==> config.mk <==
export PLATFORM = sky130hd
export DESIGN_NAME = lvdc_mem_sel_top
export DESIGN_NICKNAME = d
export VERILOG_FILES = /design/src/common/lvdc_timing_pkg.sv /design/src/common/lvdc_mem_pkg.sv /design/src/common/hop_if.sv /design/src/design/timing_gen.sv /design/src/design/hop_shift.sv /design/src/mem_mod_reg/mem_mod_reg.sv /design/src/mem_mod_reg/mem_sel_decode.sv /design/src/design/lvdc_mem_sel_top.sv
export SDC_FILE = /design/constraint.sdc
export NUM_CORES = 1
export LEC_CHECK = 0
export BUFFER_PORTS_ARGS = -buffer_cell sky130_fd_sc_hd__clkbuf_2
export CAP_MARGIN = 20
export CORE_MARGIN = 3
export CORE_UTILIZATION = 55
export DETAILED_ROUTE_END_ITERATION = 12
export PLACE_DENSITY = 0.8
export SLEW_MARGIN = 20
export SYNTH_ARGS = -nofsm -noshare
export SYNTH_HDL_FRONTEND = slang
export SYNTH_HIERARCHICAL = 1
export SYNTH_SLANG_ARGS = --single-unit
==> constraint.sdc <==
create_clock -name sim_clk -period 3.1 [get_ports sim_clk]
set_input_delay 0.775 -clock sim_clk [delete_from_list [all_inputs] [get_ports sim_clk]]
set_output_delay 0.775 -clock sim_clk [all_outputs]
set_load 0.02 [all_outputs]
==> src/common/lvdc_timing_pkg.sv <==
package lvdc_timing_pkg;

    // alternating memory phases, REI then RED
    typedef enum logic {
        PH_INSTR = 1'b0,
        PH_DATA  = 1'b1
    } phase_t;

    // serial module-control frame, one bit per clock
    localparam int HOP_BITS  = 10;
    localparam int HOP_CNT_W = $clog2(HOP_BITS);

    // count value of the last bit time in a frame
    localparam logic [HOP_CNT_W-1:0] HOP_LAST = HOP_CNT_W'(HOP_BITS - 1);

endpackage

==> src/common/lvdc_mem_pkg.sv <==
package lvdc_mem_pkg;

    localparam int MOD_W   = 2;
    localparam int SECT_W  = 2;
    localparam int MOD_CNT = 1 << MOD_W;   // modules 0, 2, 4, 6

    localparam logic [SECT_W-1:0] SECT_A    = 2'b01;
    localparam logic [SECT_W-1:0] SECT_BOTH = 2'b11;

    typedef struct packed {
        logic [MOD_W-1:0]  mod;    // 0..3 -> module 0/2/4/6
        logic [SECT_W-1:0] sect;   // bit 0 sector A, bit 1 sector B
        logic              dup;    // duplex
    } mod_sel_t;

    // im occupies the upper half of the frame
    typedef struct packed {
        mod_sel_t im;
        mod_sel_t dm;
    } hop_field_t;

    localparam mod_sel_t MOD_SEL_RST = '{mod: '0, sect: SECT_A, dup: 1'b0};

    // duplex operation enables both sectors at once
    function automatic mod_sel_t apply_duplex(mod_sel_t ms);
        mod_sel_t r;
        r = ms;
        if (ms.dup) begin
            r.sect = SECT_BOTH;
        end
        return r;
    endfunction

    // active low one-hot module select
    function automatic logic [MOD_CNT-1:0] mod_sel_n(logic [MOD_W-1:0] mod);
        return ~(MOD_CNT'(1) << mod);
    endfunction

endpackage

==> src/common/hop_if.sv <==
`timescale 1ns/10ps

interface hop_if import lvdc_mem_pkg::*; ();

    hop_field_t load_field;   // assembled serial word
    logic       load_stb;     // load_field valid this cycle
    hop_field_t cur_field;    // stored registers, read back on save
    logic       save_stb;     // shifter samples cur_field this cycle

    modport shifter (
        output load_field,
        output load_stb,
        output save_stb,
        input  cur_field
    );

    modport regs (
        input  load_field,
        input  load_stb,
        output cur_field
    );

endinterface

==> src/design/timing_gen.sv <==
`timescale 1ns/10ps

module timing_gen import lvdc_timing_pkg::*; (
    input  logic   sim_clk,
    input  logic   arst_n,
    output phase_t phase
);

    phase_t phase_q;

    // REI/RED alternation, instruction phase first out of reset
    always_ff @(posedge sim_clk or negedge arst_n) begin
        if (!arst_n) begin
            phase_q <= PH_INSTR;
        end else begin
            phase_q <= (phase_q == PH_INSTR) ? PH_DATA : PH_INSTR;
        end
    end

    assign phase = phase_q;

endmodule

==> src/design/hop_shift.sv <==
`timescale 1ns/10ps

module hop_shift import lvdc_timing_pkg::*; (
    input  logic   sim_clk,
    input  logic   arst_n,
    input  logic   hop_start,
    input  logic   hop_bit,
    input  logic   hop_save,
    output logic   hopc1,
    output logic   hopc1_valid,
    hop_if.shifter hif
);

    typedef enum logic [1:0] {
        ST_IDLE,
        ST_LOAD,   // taking bits 8..0
        ST_SCAP,   // capture registers for save
        ST_SAVE    // shifting out on hopc1
    } state_t;

    state_t               state;
    logic [HOP_BITS-1:0]  shreg;
    logic [HOP_CNT_W-1:0] cnt;
    logic                 load_stb_q;
    logic                 shift_in;

    // bit 9 arrives together with hop_start
    assign shift_in = (state == ST_IDLE && hop_start) || state == ST_LOAD;

    always_ff @(posedge sim_clk or negedge arst_n) begin
        if (!arst_n) begin
            state      <= ST_IDLE;
            cnt        <= '0;
            load_stb_q <= 1'b0;
        end else begin
            load_stb_q <= 1'b0;
            case (state)
                ST_IDLE: begin
                    if (hop_start) begin
                        state <= ST_LOAD;
                        cnt   <= HOP_CNT_W'(1);
                    end else if (hop_save) begin
                        state <= ST_SCAP;
                    end
                end
                ST_LOAD: begin
                    if (cnt == HOP_LAST) begin
                        state      <= ST_IDLE;
                        load_stb_q <= 1'b1;   // bit 0 taken on this edge
                    end
                    cnt <= cnt + 1'b1;
                end
                ST_SCAP: begin
                    state <= ST_SAVE;
                    cnt   <= '0;
                end
                ST_SAVE: begin
                    if (cnt == HOP_LAST) begin
                        state <= ST_IDLE;
                    end
                    cnt <= cnt + 1'b1;
                end
                default: state <= ST_IDLE;
            endcase
        end
    end

    // one register shifts msb first for load and save
    always_ff @(posedge sim_clk) begin
        if (shift_in) begin
            shreg <= {shreg[HOP_BITS-2:0], hop_bit};
        end else if (hif.save_stb) begin
            shreg <= hif.cur_field;
        end else if (state == ST_SAVE) begin
            shreg <= {shreg[HOP_BITS-2:0], 1'b0};
        end
    end

    assign hif.load_field = shreg;
    assign hif.load_stb   = load_stb_q;
    assign hif.save_stb   = (state == ST_SCAP);

    assign hopc1_valid = (state == ST_SAVE);
    assign hopc1       = hopc1_valid & shreg[HOP_BITS-1];

    // load and save requests are mutually exclusive
    a_start_save_excl: assert property (
        @(posedge sim_clk) disable iff (!arst_n) !(hop_start && hop_save)
    );

endmodule

==> src/mem_mod_reg/mem_mod_reg.sv <==
`timescale 1ns/10ps

module mem_mod_reg import lvdc_mem_pkg::*; (
    input  logic     sim_clk,
    input  logic     arst_n,
    hop_if.regs      hif,
    output mod_sel_t im_reg,
    output mod_sel_t dm_reg
);

    mod_sel_t im_q;
    mod_sel_t dm_q;

    always_ff @(posedge sim_clk or negedge arst_n) begin
        if (!arst_n) begin
            im_q <= MOD_SEL_RST;
            dm_q <= MOD_SEL_RST;
        end else if (hif.load_stb) begin
            im_q <= apply_duplex(hif.load_field.im);   // sect forced at capture
            dm_q <= apply_duplex(hif.load_field.dm);
        end
    end

    assign im_reg = im_q;
    assign dm_reg = dm_q;

    // stored value goes back out on save
    assign hif.cur_field = '{im: im_q, dm: dm_q};

    // some sector is always enabled for either register
    a_sect_nonzero: assert property (
        @(posedge sim_clk) disable iff (!arst_n)
        (im_q.sect != '0) && (dm_q.sect != '0)
    );

endmodule

==> src/mem_mod_reg/mem_sel_decode.sv <==
`timescale 1ns/10ps

module mem_sel_decode import lvdc_timing_pkg::*, lvdc_mem_pkg::*; (
    input  logic     sim_clk,
    input  logic     arst_n,
    input  phase_t   phase,
    input  logic     exm,
    input  mod_sel_t im_reg,
    input  mod_sel_t dm_reg,
    output logic     phase_red,
    output logic     mzon,
    output logic     mttn,
    output logic     mffn,
    output logic     mssn,
    output logic     iman,
    output logic     imbn,
    output logic     dman,
    output logic     dmbn
);

    logic                is_instr;
    logic [MOD_W-1:0]    src_mod;
    logic [MOD_CNT-1:0]  mod_n_q;
    logic [SECT_W-1:0]   im_sect_n_q;
    logic [SECT_W-1:0]   dm_sect_n_q;
    logic                phase_red_q;

    assign is_instr = (phase == PH_INSTR);

    // EXM fetches the word to be modified from the data module
    assign src_mod = (is_instr && !exm) ? im_reg.mod : dm_reg.mod;

    // selects are registered alongside the phase they belong to
    always_ff @(posedge sim_clk or negedge arst_n) begin
        if (!arst_n) begin
            phase_red_q <= 1'b0;
            mod_n_q     <= '1;
            im_sect_n_q <= '1;
            dm_sect_n_q <= '1;
        end else begin
            phase_red_q <= !is_instr;
            mod_n_q     <= mod_sel_n(src_mod);
            im_sect_n_q <= ~(im_reg.sect & {SECT_W{is_instr}});
            dm_sect_n_q <= ~(dm_reg.sect & {SECT_W{!is_instr}});
        end
    end

    assign phase_red = phase_red_q;
    assign {mssn, mffn, mttn, mzon} = mod_n_q;   // modules 6, 4, 2, 0
    assign {imbn, iman} = im_sect_n_q;
    assign {dmbn, dman} = dm_sect_n_q;

    // once the first decode is out, exactly one module is selected
    a_one_module: assert property (
        @(posedge sim_clk) disable iff (!arst_n)
        $past(arst_n) |-> $onehot(~{mssn, mffn, mttn, mzon})
    );

endmodule

==> src/design/lvdc_mem_sel_top.sv <==
`timescale 1ns/10ps

module lvdc_mem_sel_top import lvdc_timing_pkg::*, lvdc_mem_pkg::*; (
    input  logic sim_clk,
    input  logic arst_n,
    input  logic hop_start,
    input  logic hop_bit,
    input  logic hop_save,
    input  logic exm,
    output logic hopc1,
    output logic hopc1_valid,
    output logic phase_red,
    output logic mzon,
    output logic mttn,
    output logic mffn,
    output logic mssn,
    output logic iman,
    output logic imbn,
    output logic dman,
    output logic dmbn
);

    phase_t   phase;
    mod_sel_t im_reg;
    mod_sel_t dm_reg;

    hop_if hif ();

    timing_gen u_timing_gen (
        .sim_clk (sim_clk),
        .arst_n  (arst_n),
        .phase   (phase)
    );

    hop_shift u_hop_shift (
        .sim_clk     (sim_clk),
        .arst_n      (arst_n),
        .hop_start   (hop_start),
        .hop_bit     (hop_bit),
        .hop_save    (hop_save),
        .hopc1       (hopc1),
        .hopc1_valid (hopc1_valid),
        .hif         (hif.shifter)
    );

    mem_mod_reg u_mem_mod_reg (
        .sim_clk (sim_clk),
        .arst_n  (arst_n),
        .hif     (hif.regs),
        .im_reg  (im_reg),
        .dm_reg  (dm_reg)
    );

    mem_sel_decode u_mem_sel_decode (
        .sim_clk   (sim_clk),
        .arst_n    (arst_n),
        .phase     (phase),
        .exm       (exm),
        .im_reg    (im_reg),
        .dm_reg    (dm_reg),
        .phase_red (phase_red),
        .mzon      (mzon),
        .mttn      (mttn),
        .mffn      (mffn),
        .mssn      (mssn),
        .iman      (iman),
        .imbn      (imbn),
        .dman      (dman),
        .dmbn      (dmbn)
    );

endmodule

==> results.md, run 1 <==
- Outcome: finished clean
- Startpoint Class: flip-flop
- Nets: approximately 140
- Crit Path Category: reg2out
- Initial DRC count: 37
- Buf/Inv on CP: 2
- Die Area: roughly 3700 um2
- CTS Buffer Depth: 2
- CP max stage delay: about 0.53 ns
- Final wirelength: around 2600 um
- Setup Viol. Count Final: 0
- Crit-path max FO: 8
- CP Data Arrival Time: approximately 1.3 ns
- Max Fclk: approximately 480 MHz
- VDD IR max: 0.480 mV
- Yosys warnings: 6
- CTS resizes: 0
- Vias per inst: between 5 and 6
- CTS Root Cell: clkbuf_4
- # rows: 19
- Fin crit share: 0.673
- Max cap viols: 0
- Pwr/cell area: approximately 960 nW/um2
- Crit path time final: between 2 and 2.5 ns
- Synthesized area per cell: about 13 um2
- Endpoints failing hold: 0
- Core area: roughly 2800 um2
- Setup crit end kind: output port
- Rel. slew slack: 0.573
- Clk sinks: 37
- Die Y: 60.7 um
- Place WS: 1.36 ns
- First-pass GRT wire length: roughly 4500 um
- First-pass DRT Iterations: 4
- Leakage power: between 0.0007 and 0.0008 uW
- Hold/Removal Path Class: in2async
- CP max-delay cell: dfrtp_1
- # port buffers: 16
- Number of nets with antenna violations after routing: 0
- Share of layout cells above drive strength 1: 0.382
- Crit path max-delay family: flip-flops
- Average wire per standard cell: between 15 and 20 um
- DIE WIDTH: about 61 um
- Hold-fix buffers, CTS: 0
- GRT Util Overall: 0.169
- Syn_nets: about 130
- Setup Total Neg Slack: 0 ns
- Synthesized area: between 1500 and 2000 um2
- Required @ worst endpoint: around 2.3 ns
- H-tree Lvls: 2
- Worst path cell trace: inv_1 > nor2_1 > clkbuf_2
- Area growth, synth to finish: 4.19%
- Total number of vias: 932
- Placer Congestion: 0.907
- Antenna violations before repair: 0
- Congestion Overflow GR: 0
- CTS tree: built
- Setup slack after layout: 1.01 ns
- Vias in the first global route: between 900 and 1000
- RSZ-0062 raised after global routing: false
- Initial Utilization: 0.586
- Mapped Cells: around 120
- Post-route DRC violation count: 0
- Total power: 1650 uW
- Largest net degree at the start of global routing: 28
- TritonCTS buffer count: 5
- Clk_skew: between 0.007 and 0.008 ns
- Io pins: 17
- Slew @ Worst Pin: between 0.6 and 0.7 ns
- DP HPWL: between 1500 and 2000 um
- Reg clk slew, reported paths: between 0.1 and 0.15 ns
- Clock latency on the worst-skew pair: ~0.33 ns
- Diodes inserted: 0
- Max reg flops: 10
- Share of the core filled with cells: 0.611
- Final Max Slew Viols: 0
- Post-CTS Repair Setup Buffers: 0
## stage by stage
step / area [um2] / std cells / hold WS (ns)
finish: 1710 / 167 / 0.442
global route: 1710 / 167 / 0.465
CTS: 1710 / 167 / 0.442
detailed placement: 1650 / 159 / 0.426
global placement: 1650 / 159 / 0.423
floorplan: 1640 / 124 / 0.395
## path summary, 6_finish.rpt
check | slack (ns) | from | to | depth (start not counted)
worst max-delay path | 1.01 | u_hop_shift/state[0] | hopc1_valid | 3
worst max register to register | 1.58 | u_hop_shift/state[1] | u_hop_shift/hif.load_field[9] | 2
worst min-delay path | 0.44 | arst_n | u_mem_mod_reg/hif.cur_field[9] | 1
max in group asynchronous | 2.24 | arst_n | u_hop_shift/cnt[0] | 1
min in group sim_clk | 0.44 | u_mem_mod_reg/dm_reg[2] | u_mem_sel_decode/dm_sect_n_q[1] | 1
worst min register to register | 0.44 | u_mem_mod_reg/dm_reg[2] | u_mem_sel_decode/dm_sect_n_q[1] | 1
## layout by cell type (no fill, tap or decap), types with 4 or more instances in the layout
cell and count:
o21ai_0 4, clkbuf_2 16, a31oi_1 4, nand2_1 6, clkbuf_4 5, mux2_2 5, dfstp_2 10, a21oi_1 5
inv_1 9, nor2_1 11, mux2_4 10, dfrtp_1 17, edfxtp_1 10
## layout make-up
type	instances	area (um2)
Tap cell	31	38.8
Clock inverter	2	8.76
Clock buffer	6	51.3
Multi-Input combinational cell	66	512
Timing Repair Buffer	16	80.1
Sequential cell	37	988
Inverter	9	33.8
Fill cell	227	1090
## routing by layer
layer / share of wire / global-route usage / vias to the layer above
met3: 0.048 / 0.0489 / 8
li1: - / - / 441
met4: 0.023 / 0.0867 / 0
met2: 0.48 / 0.270 / 33
met1: 0.45 / 0.209 / 450
met5: 0 / 0 / -
## power by group
group          total [uW]  switching (uW)  internal (uW)
combinational         478             231            247
clock                 262             155            107
sequential            910             165            745
Note: power is estimated with default switching activity, not from simulation.
==> run 2, diff against run 1 <==
--- a/config.mk
+++ b/config.mk
@@ -8,9 +8,9 @@
 export BUFFER_PORTS_ARGS = -buffer_cell sky130_fd_sc_hd__clkbuf_2
 export CAP_MARGIN = 20
 export CORE_MARGIN = 3
-export CORE_UTILIZATION = 55
+export CORE_UTILIZATION = 51
 export DETAILED_ROUTE_END_ITERATION = 12
-export PLACE_DENSITY = 0.8
+export PLACE_DENSITY = 0.78
 export SLEW_MARGIN = 20
 export SYNTH_ARGS = -nofsm -noshare
 export SYNTH_HDL_FRONTEND = slang
==> constraint.sdc (replaced) <==
create_clock -name sim_clk -period 1.9 [get_ports sim_clk]
set_input_delay 0.475 -clock sim_clk [delete_from_list [all_inputs] [get_ports sim_clk]]
set_output_delay 0.475 -clock sim_clk [all_outputs]
set_load 0.02 [all_outputs]
==> results.md, run 2 (same netlist as run 1, synthesis figures left out) <==
- Congestion Overflow GR: 0 (unchanged)
- Nets: 143 (unchanged)
- Core area: 2900 um2 (+3.4%)
- Pwr/cell area: 1540 nW/um2 (+60%)
- Endpoints failing hold: 0 (unchanged)
- Total number of vias: 931 (-0.11%)
- First-pass DRT Iterations: 4 (unchanged)
- Outcome: finished clean
- Filler cells: 254 (+12%)
- Leakage power: 0.000769 uW (-0.53%)
- Post-CTS Repair Setup Buffers: 0 (unchanged)
- CTS tree: built
- RSZ-0062 raised after global routing: false
- Place WS: 0.413 ns (-0.947 ns)
- Final Cell Area: 1720 um2 (+0.37%)
- Hold/Removal Path Class: in2async
- Die Y: 62.8 um (+3.5%)
- Multi-input logic area: 512 um2 (unchanged)
- Diodes inserted: 0 (unchanged)
- Io pins: 17 (unchanged)
- Antenna violations before repair: 0 (unchanged)
- Average wire per standard cell: 14.8 um (-3.3%)
- CTS Buffer Depth: 2 (unchanged)
- Rel. slew slack: 0.559 (-0.0136)
- Clock latency on the worst-skew pair: 0.33 ns (about the same)
- Number of nets with antenna violations after routing: 0 (unchanged)
- First-pass GRT wire length: 4600 um (+2.9%)
- Startpoint Class: flip-flop
- Crit-path max FO: 8 (unchanged)
- Setup crit end kind: output port
- TritonCTS buffer count: 5 (unchanged)
- Max reg flops: 10 (unchanged)
- Initial Utilization: 0.567 (-0.0192)
- Clk sinks: 37 (unchanged)
- GRT Util Overall: 0.158 (-0.0113)
- Vias per inst: 5.23 (-6.3%)
- VDD IR max: 0.867 mV (+81%)
- # rows: 19 (unchanged)
- Max cap viols: 0 (unchanged)
- Crit path time final: 1.70 ns
- Fin crit share: 0.897
- CP Data Arrival Time: 1.23 ns (-0.08 ns)
- Final wirelength: 2640 um (+3.1%)
- Placed Area: 1670 um2 (+0.83%)
- H-tree Lvls: 2 (unchanged)
- DP HPWL: 1840 um (+9.9%)
- Required @ worst endpoint: 1.42 ns (-0.90 ns)
- Initial DRC count: 33 (-11%)
- Setup slack after layout: 0.196 ns (-0.819 ns)
- Final Max Slew Viols: 0 (unchanged)
- # port buffers: 16 (unchanged)
- Share of layout cells above drive strength 1: 0.390 (+0.00735)
- Setup Viol. Count Final: 0 (unchanged)
- Storage element area: 990 um2 (+0.13%)
- Area growth, synth to finish: 4.57%
- Reg2reg path depth: 2 (unchanged)
- DIE WIDTH: 62.8 um (+3.5%)
- Placer Congestion: 0.894 (-1.5%)
- Die Area: 3940 um2 (+7.0%)
- Reg clk slew, reported paths: 0.10 ns (about the same)
- Vias in the first global route: 971 (+0.94%)
- Slew @ Worst Pin: 0.661 ns (+0.0204 ns)
- Max Fclk: 587 MHz
- Post-route DRC violation count: 0 (unchanged)
- Setup Total Neg Slack: 0 ns (unchanged)
- Clk_skew: 0.00483 ns (-0.00265 ns)
- CTS Root Cell: clkbuf_4
- Largest net degree at the start of global routing: 28 (unchanged)
- Commonest cells after routing, fill and taps aside: 16 x clkbuf_2, 16 x dfrtp_1, 11 x nor2_1
- Crit Path Category: reg2out
[run 2: what timing repair did]
action / in CTS / in global routing
hold buffers: 0 / 0
gates resized for setup: 0 / 1
endpoints found under the setup margin: 0 / 1
[run 2: final cells by class]
| type | instances | share of cell area |
|---|---|---|
| inverters | 9 | 0.0197 |
| clock inverters | 2 | 0.00582 |
| clock buffers | 6 | 0.0240 |
| multi-input cells | 66 | 0.298 |
| well taps | 42 | 0.0306 |
| flip-flops and latches | 37 | 0.576 |
| repair buffers | 16 | 0.0466 |
[run 2: report_power, final]
part	total (uW)	internal (uW)	switching [uW]
Combinational	765	403	362
Clock	384	141	243
Sequential	1500	1220	284
[run 2: path summary, 6_finish.rpt]
path | slack, ns | end | start
max | 0.20 | hopc1_valid | u_hop_shift/state[0]
min | 0.15 | u_mem_mod_reg/hif.cur_field[5] | arst_n
max reg2reg | 0.39 | u_hop_shift/hif.load_field[9] | u_hop_shift/state[1]
min reg2reg | 0.44 | u_mem_sel_decode/dm_sect_n_q[1] | u_mem_mod_reg/dm_reg[2]
max in group asynchronous | 1.29 | u_hop_shift/state[0] | arst_n
min in group sim_clk | 0.44 | u_mem_sel_decode/dm_sect_n_q[1] | u_mem_mod_reg/dm_reg[2]
[run 2: through the flow]
stage / util / power, uW / hold WS, ns / std cells
after floorplan: - / 2170 / 0.179 / 124
after global placement: 0.575 / 2230 / 0.422 / 170
after detailed placement: 0.575 / 2290 / 0.430 / 170
after CTS: 0.592 / 2680 / 0.152 / 178
after global routing: 0.593 / 2860 / 0.161 / 178
final: 0.593 / 2650 / 0.152 / 178
[run 2: worst max-delay path: stages (launching register included)]
cell and delay, ns:
dfrtp_2 0.47, inv_1 0.13, nor2_1 0.12, clkbuf_2 0.17
[run 2: metal layers]
| metal | track usage | vias to the layer above | share of wire |
|---|---|---|---|
| li1 | - | 441 | - |
| met1 | 0.169 | 457 | 0.43 |
| met2 | 0.260 | 26 | 0.49 |
| met3 | 0.0665 | 7 | 0.053 |
| met4 | 0.0909 | 0 | 0.027 |
| met5 | 0 | - | 0 |
==> run 3, diff against run 2 <==
--- a/config.mk
+++ b/config.mk
@@ -8,11 +8,11 @@
 export BUFFER_PORTS_ARGS = -buffer_cell sky130_fd_sc_hd__clkbuf_2
 export CAP_MARGIN = 20
 export CORE_MARGIN = 3
-export CORE_UTILIZATION = 51
+export CORE_UTILIZATION = 50
 export DETAILED_ROUTE_END_ITERATION = 12
 export PLACE_DENSITY = 0.78
 export SLEW_MARGIN = 20
 export SYNTH_ARGS = -nofsm -noshare
 export SYNTH_HDL_FRONTEND = slang
-export SYNTH_HIERARCHICAL = 1
 export SYNTH_SLANG_ARGS = --single-unit
+export TNS_END_PERCENT = 100
==> results.md, run 3 <==
- P_int: 1780 uW (+1.1%)
- CP max-delay cell: dfrtp_1
- First-pass GRT wire length: 4180 um (-9.1%)
- EDFF count, synth: 10
- Endpoints failing hold: 0 (unchanged)
- CTS Buffer Depth: 2 (unchanged)
- Slew @ Worst Pin: 0.662 ns (+0.000749 ns)
- Io pins: 17 (unchanged)
- DIE WIDTH: 60.8 um (-3.2%)
- GRT Util Overall: 0.160 (+0.00240)
- Placer Congestion: 0.787 (-12%)
- Mapped Cells: 119 (-4.0%)
- Post-route DRC violation count: 0 (unchanged)
- Vias per inst: 5.44 (+4.0%)
- Commonest cells after routing, fill and taps aside: 17 x dfrtp_1, 16 x clkbuf_2, 13 x mux2_2
- CP Data Arrival Time: 1.23 ns (about the same)
- P_sw: 895 uW (+0.56%)
- Ys async rst share: 0.730
- Nets: 146 (+2.1%)
- Final wirelength: 2510 um (-5.0%)
- Worst path depth: 2 (-1)
- First-pass DRT Iterations: 4 (unchanged)
- Worst path cell trace: and3_2 > clkbuf_2
- Clock share of power: 0.173 (+0.028)
- Synthesized area per cell: 12.6 um2 (-4.9%)
- Commonest non-fill, non-tap cell in the layout: dfrtp_1
- Post-CTS Repair Setup Buffers: 0 (unchanged)
- Crit path time final: 1.70 ns (-0.00185 ns)
- # rows: 19 (unchanged)
- Total power: 2680 uW (+0.89%)
- CTS Root Cell: clkbuf_4
- Worst setup path endpoint: hopc1
- Final Cell Area: 1660 um2 (-3.3%)
- Buf/Inv on CP: 1 (-1)
- Flops & latches, synth: 37
- Antenna violations before repair: 0 (unchanged)
- Largest net degree at the start of global routing: 28 (unchanged)
- Vias in the first global route: 928 (-4.4%)
- Count leader, synth: dfrtp_1
- CP max stage delay: 0.50 ns (+0.03 ns)
- Max cap viols: 0 (unchanged)
- Register share of total power: 0.559 (-0.008)
- Initial DRC count: 39 (+18%)
- Setup Viol. Count Final: 0 (unchanged)
- Clk_skew: 0.00739 ns (+0.00256 ns)
- Share of layout cells above drive strength 1: 0.367 (-0.0228)
- Diodes inserted: 0 (unchanged)
- RR Endpoint: u_hop_shift.hif.load_field[4]
- Clk sinks: 37 (unchanged)
- Synthesized area: 1500 um2 (-8.8%)
- Top-area cell type share of the netlist area: 0.284
- Leakage power: 0.000737 uW (-4.2%)
- Clock latency on the worst-skew pair: 0.35 ns (+0.02 ns)
- Rel. slew slack: 0.559 (about the same)
- H-tree Lvls: 2 (unchanged)
- Die Area: 3690 um2 (-6.3%)
- Setup Total Neg Slack: 0 ns (unchanged)
- Crit. Startpoint: u_hop_shift.state[0]
- Startpoint Class: flip-flop
- Outcome: finished clean
- Synth Flop Type: dfrtp_1
- Synth unique cells: 27
- CTS resizes: 0 (unchanged)
- Part of the power in combinational logic: 0.268 (-0.021)
- Hold-fix buffers, CTS: 0 (unchanged)
- Filler cells: 231 (-9.1%)
- Max reg flops: 10 (unchanged)
- Max Fclk: 587 MHz (+0.11%)
- Reg2reg path depth: 2 (unchanged)
- Die Y: 60.8 um (-3.2%)
- Syn_nets: 127 (-3.8%)
- Required @ worst endpoint: 1.42 ns (about the same)
- Crit path max-delay family: flip-flops
- CTS tree: built
- Core area: 2810 um2 (-3.3%)
- Placed Area: 1590 um2 (-4.4%)
- Share of the core filled with cells: 0.593 (about the same)
- Total number of vias: 925 (-0.64%)
- Area growth, synth to finish: 10.8%
- Sequential area share after synthesis: 0.659
- Crit Path Category: reg2out
- Final Max Slew Viols: 0 (unchanged)
- # port buffers: 16 (unchanged)
- Setup crit end kind: output port
- Initial Utilization: 0.535 (-0.0321)
- Fin crit share: 0.896 (-0.000975)
- TritonCTS buffer count: 5 (unchanged)
- Yosys warnings: 0 (-6)
- DP HPWL: 1790 um (-2.7%)
- Crit-path max FO: 9 (+1)
- Post-synth top area cell: dfrtp_1
- Hold/Removal Path Class: in2async
- FF-to-FF Start: u_hop_shift.state[1]
- Synth cell count leaders: 17 x dfrtp_1, 13 x mux2_2, 11 x nand2_1, 11 x nor2_1
- Flop-to-flop setup slack: 0.32 ns (-0.07 ns)
- RSZ-0062 raised after global routing: false
- VDD IR max: 0.689 mV (-21%)
- Top cells by area, synth: dfrtp_1 28%, edfxtp_1 20%, dfstp_2 18%
- Number of nets with antenna violations after routing: 0 (unchanged)
- Pwr/cell area: 1610 nW/um2 (+4.3%)
- Reg clk slew, reported paths: 0.11 ns (about the same)
- Congestion Overflow GR: 0 (unchanged)
- Sw frac: 0.335 (-0.00110)
- Average wire per standard cell: 14.8 um (-0.52%)
[run 3: cell families (layout without fill, tap and decap cells)]
kind of cell,Yosys count,after routing,synth area share
flops,37,37,0.659
simple gates,34,34,0.108
compound gates,18,18,0.0667
mux,13,13,0.0976
buf+inv,13,33,0.0400
fa+ha+maj,2,2,0.0167
xor+xnor,2,2,0.0117
[run 3: layout make-up]
class | instances | area, um2 | area share
flip-flops and latches | 37 | 988 | 0.594
inverters | 9 | 33.8 | 0.0203
multi-input cells | 69 | 452 | 0.272
well taps | 31 | 38.8 | 0.0233
clock inverters | 1 | 5.00 | 0.00301
clock buffers | 7 | 65.1 | 0.0391
repair buffers | 16 | 80.1 | 0.0482
[run 3: worst min path at each step]
stage                                   startpoint                         endpoint  slack, ns  depth (start not counted)
detailed placement  u_mem_mod_reg.hif.cur_field[7]  u_mem_sel_decode.im_sect_n_q[1]       0.43                          1
floorplan                                   arst_n               u_hop_shift.cnt[0]       0.18                          0
global route                                arst_n               u_hop_shift.cnt[0]       0.18                          1
CTS                                         arst_n               u_hop_shift.cnt[0]       0.17                          1
finish                                      arst_n          u_mem_mod_reg.dm_reg[4]       0.14                          1
global placement    u_mem_mod_reg.hif.cur_field[7]  u_mem_sel_decode.im_sect_n_q[1]       0.42                          1
[run 3: worst register-to-register path: stages (launching register included)]
cell and delay (ns):
dfrtp_1 0.47, nor2b_2 0.48, mux2_2 0.40
[run 3: through the flow]
| step | setup WS (ns) | instances | hold WS, ns |
|---|---|---|---|
| after floorplan | 0.614 | 119 | 0.179 |
| after global placement | 0.371 | 162 | 0.416 |
| after detailed placement | 0.296 | 162 | 0.425 |
| after CTS | 0.191 | 170 | 0.169 |
| after global routing | 0.107 | 170 | 0.180 |
| final | 0.197 | 170 | 0.142 |
[run 3: layer usage]
metal	GRT usage	share of wire
met1	0.181	0.41
met2	0.266	0.52
met3	0.0511	0.039
met4	0.0929	0.027
met5	0	0
[run 3: power by group through the flow]
| stage | clock, uW | combinational (uW) | sequential [uW] |
|---|---|---|---|
| after floorplan | 0 | 505 | 1480 |
| after global placement | 0 | 684 | 1490 |
| after detailed placement | 0 | 725 | 1510 |
| after CTS | 469 | 732 | 1500 |
| after global routing | 502 | 799 | 1550 |
| final | 463 | 717 | 1490 |
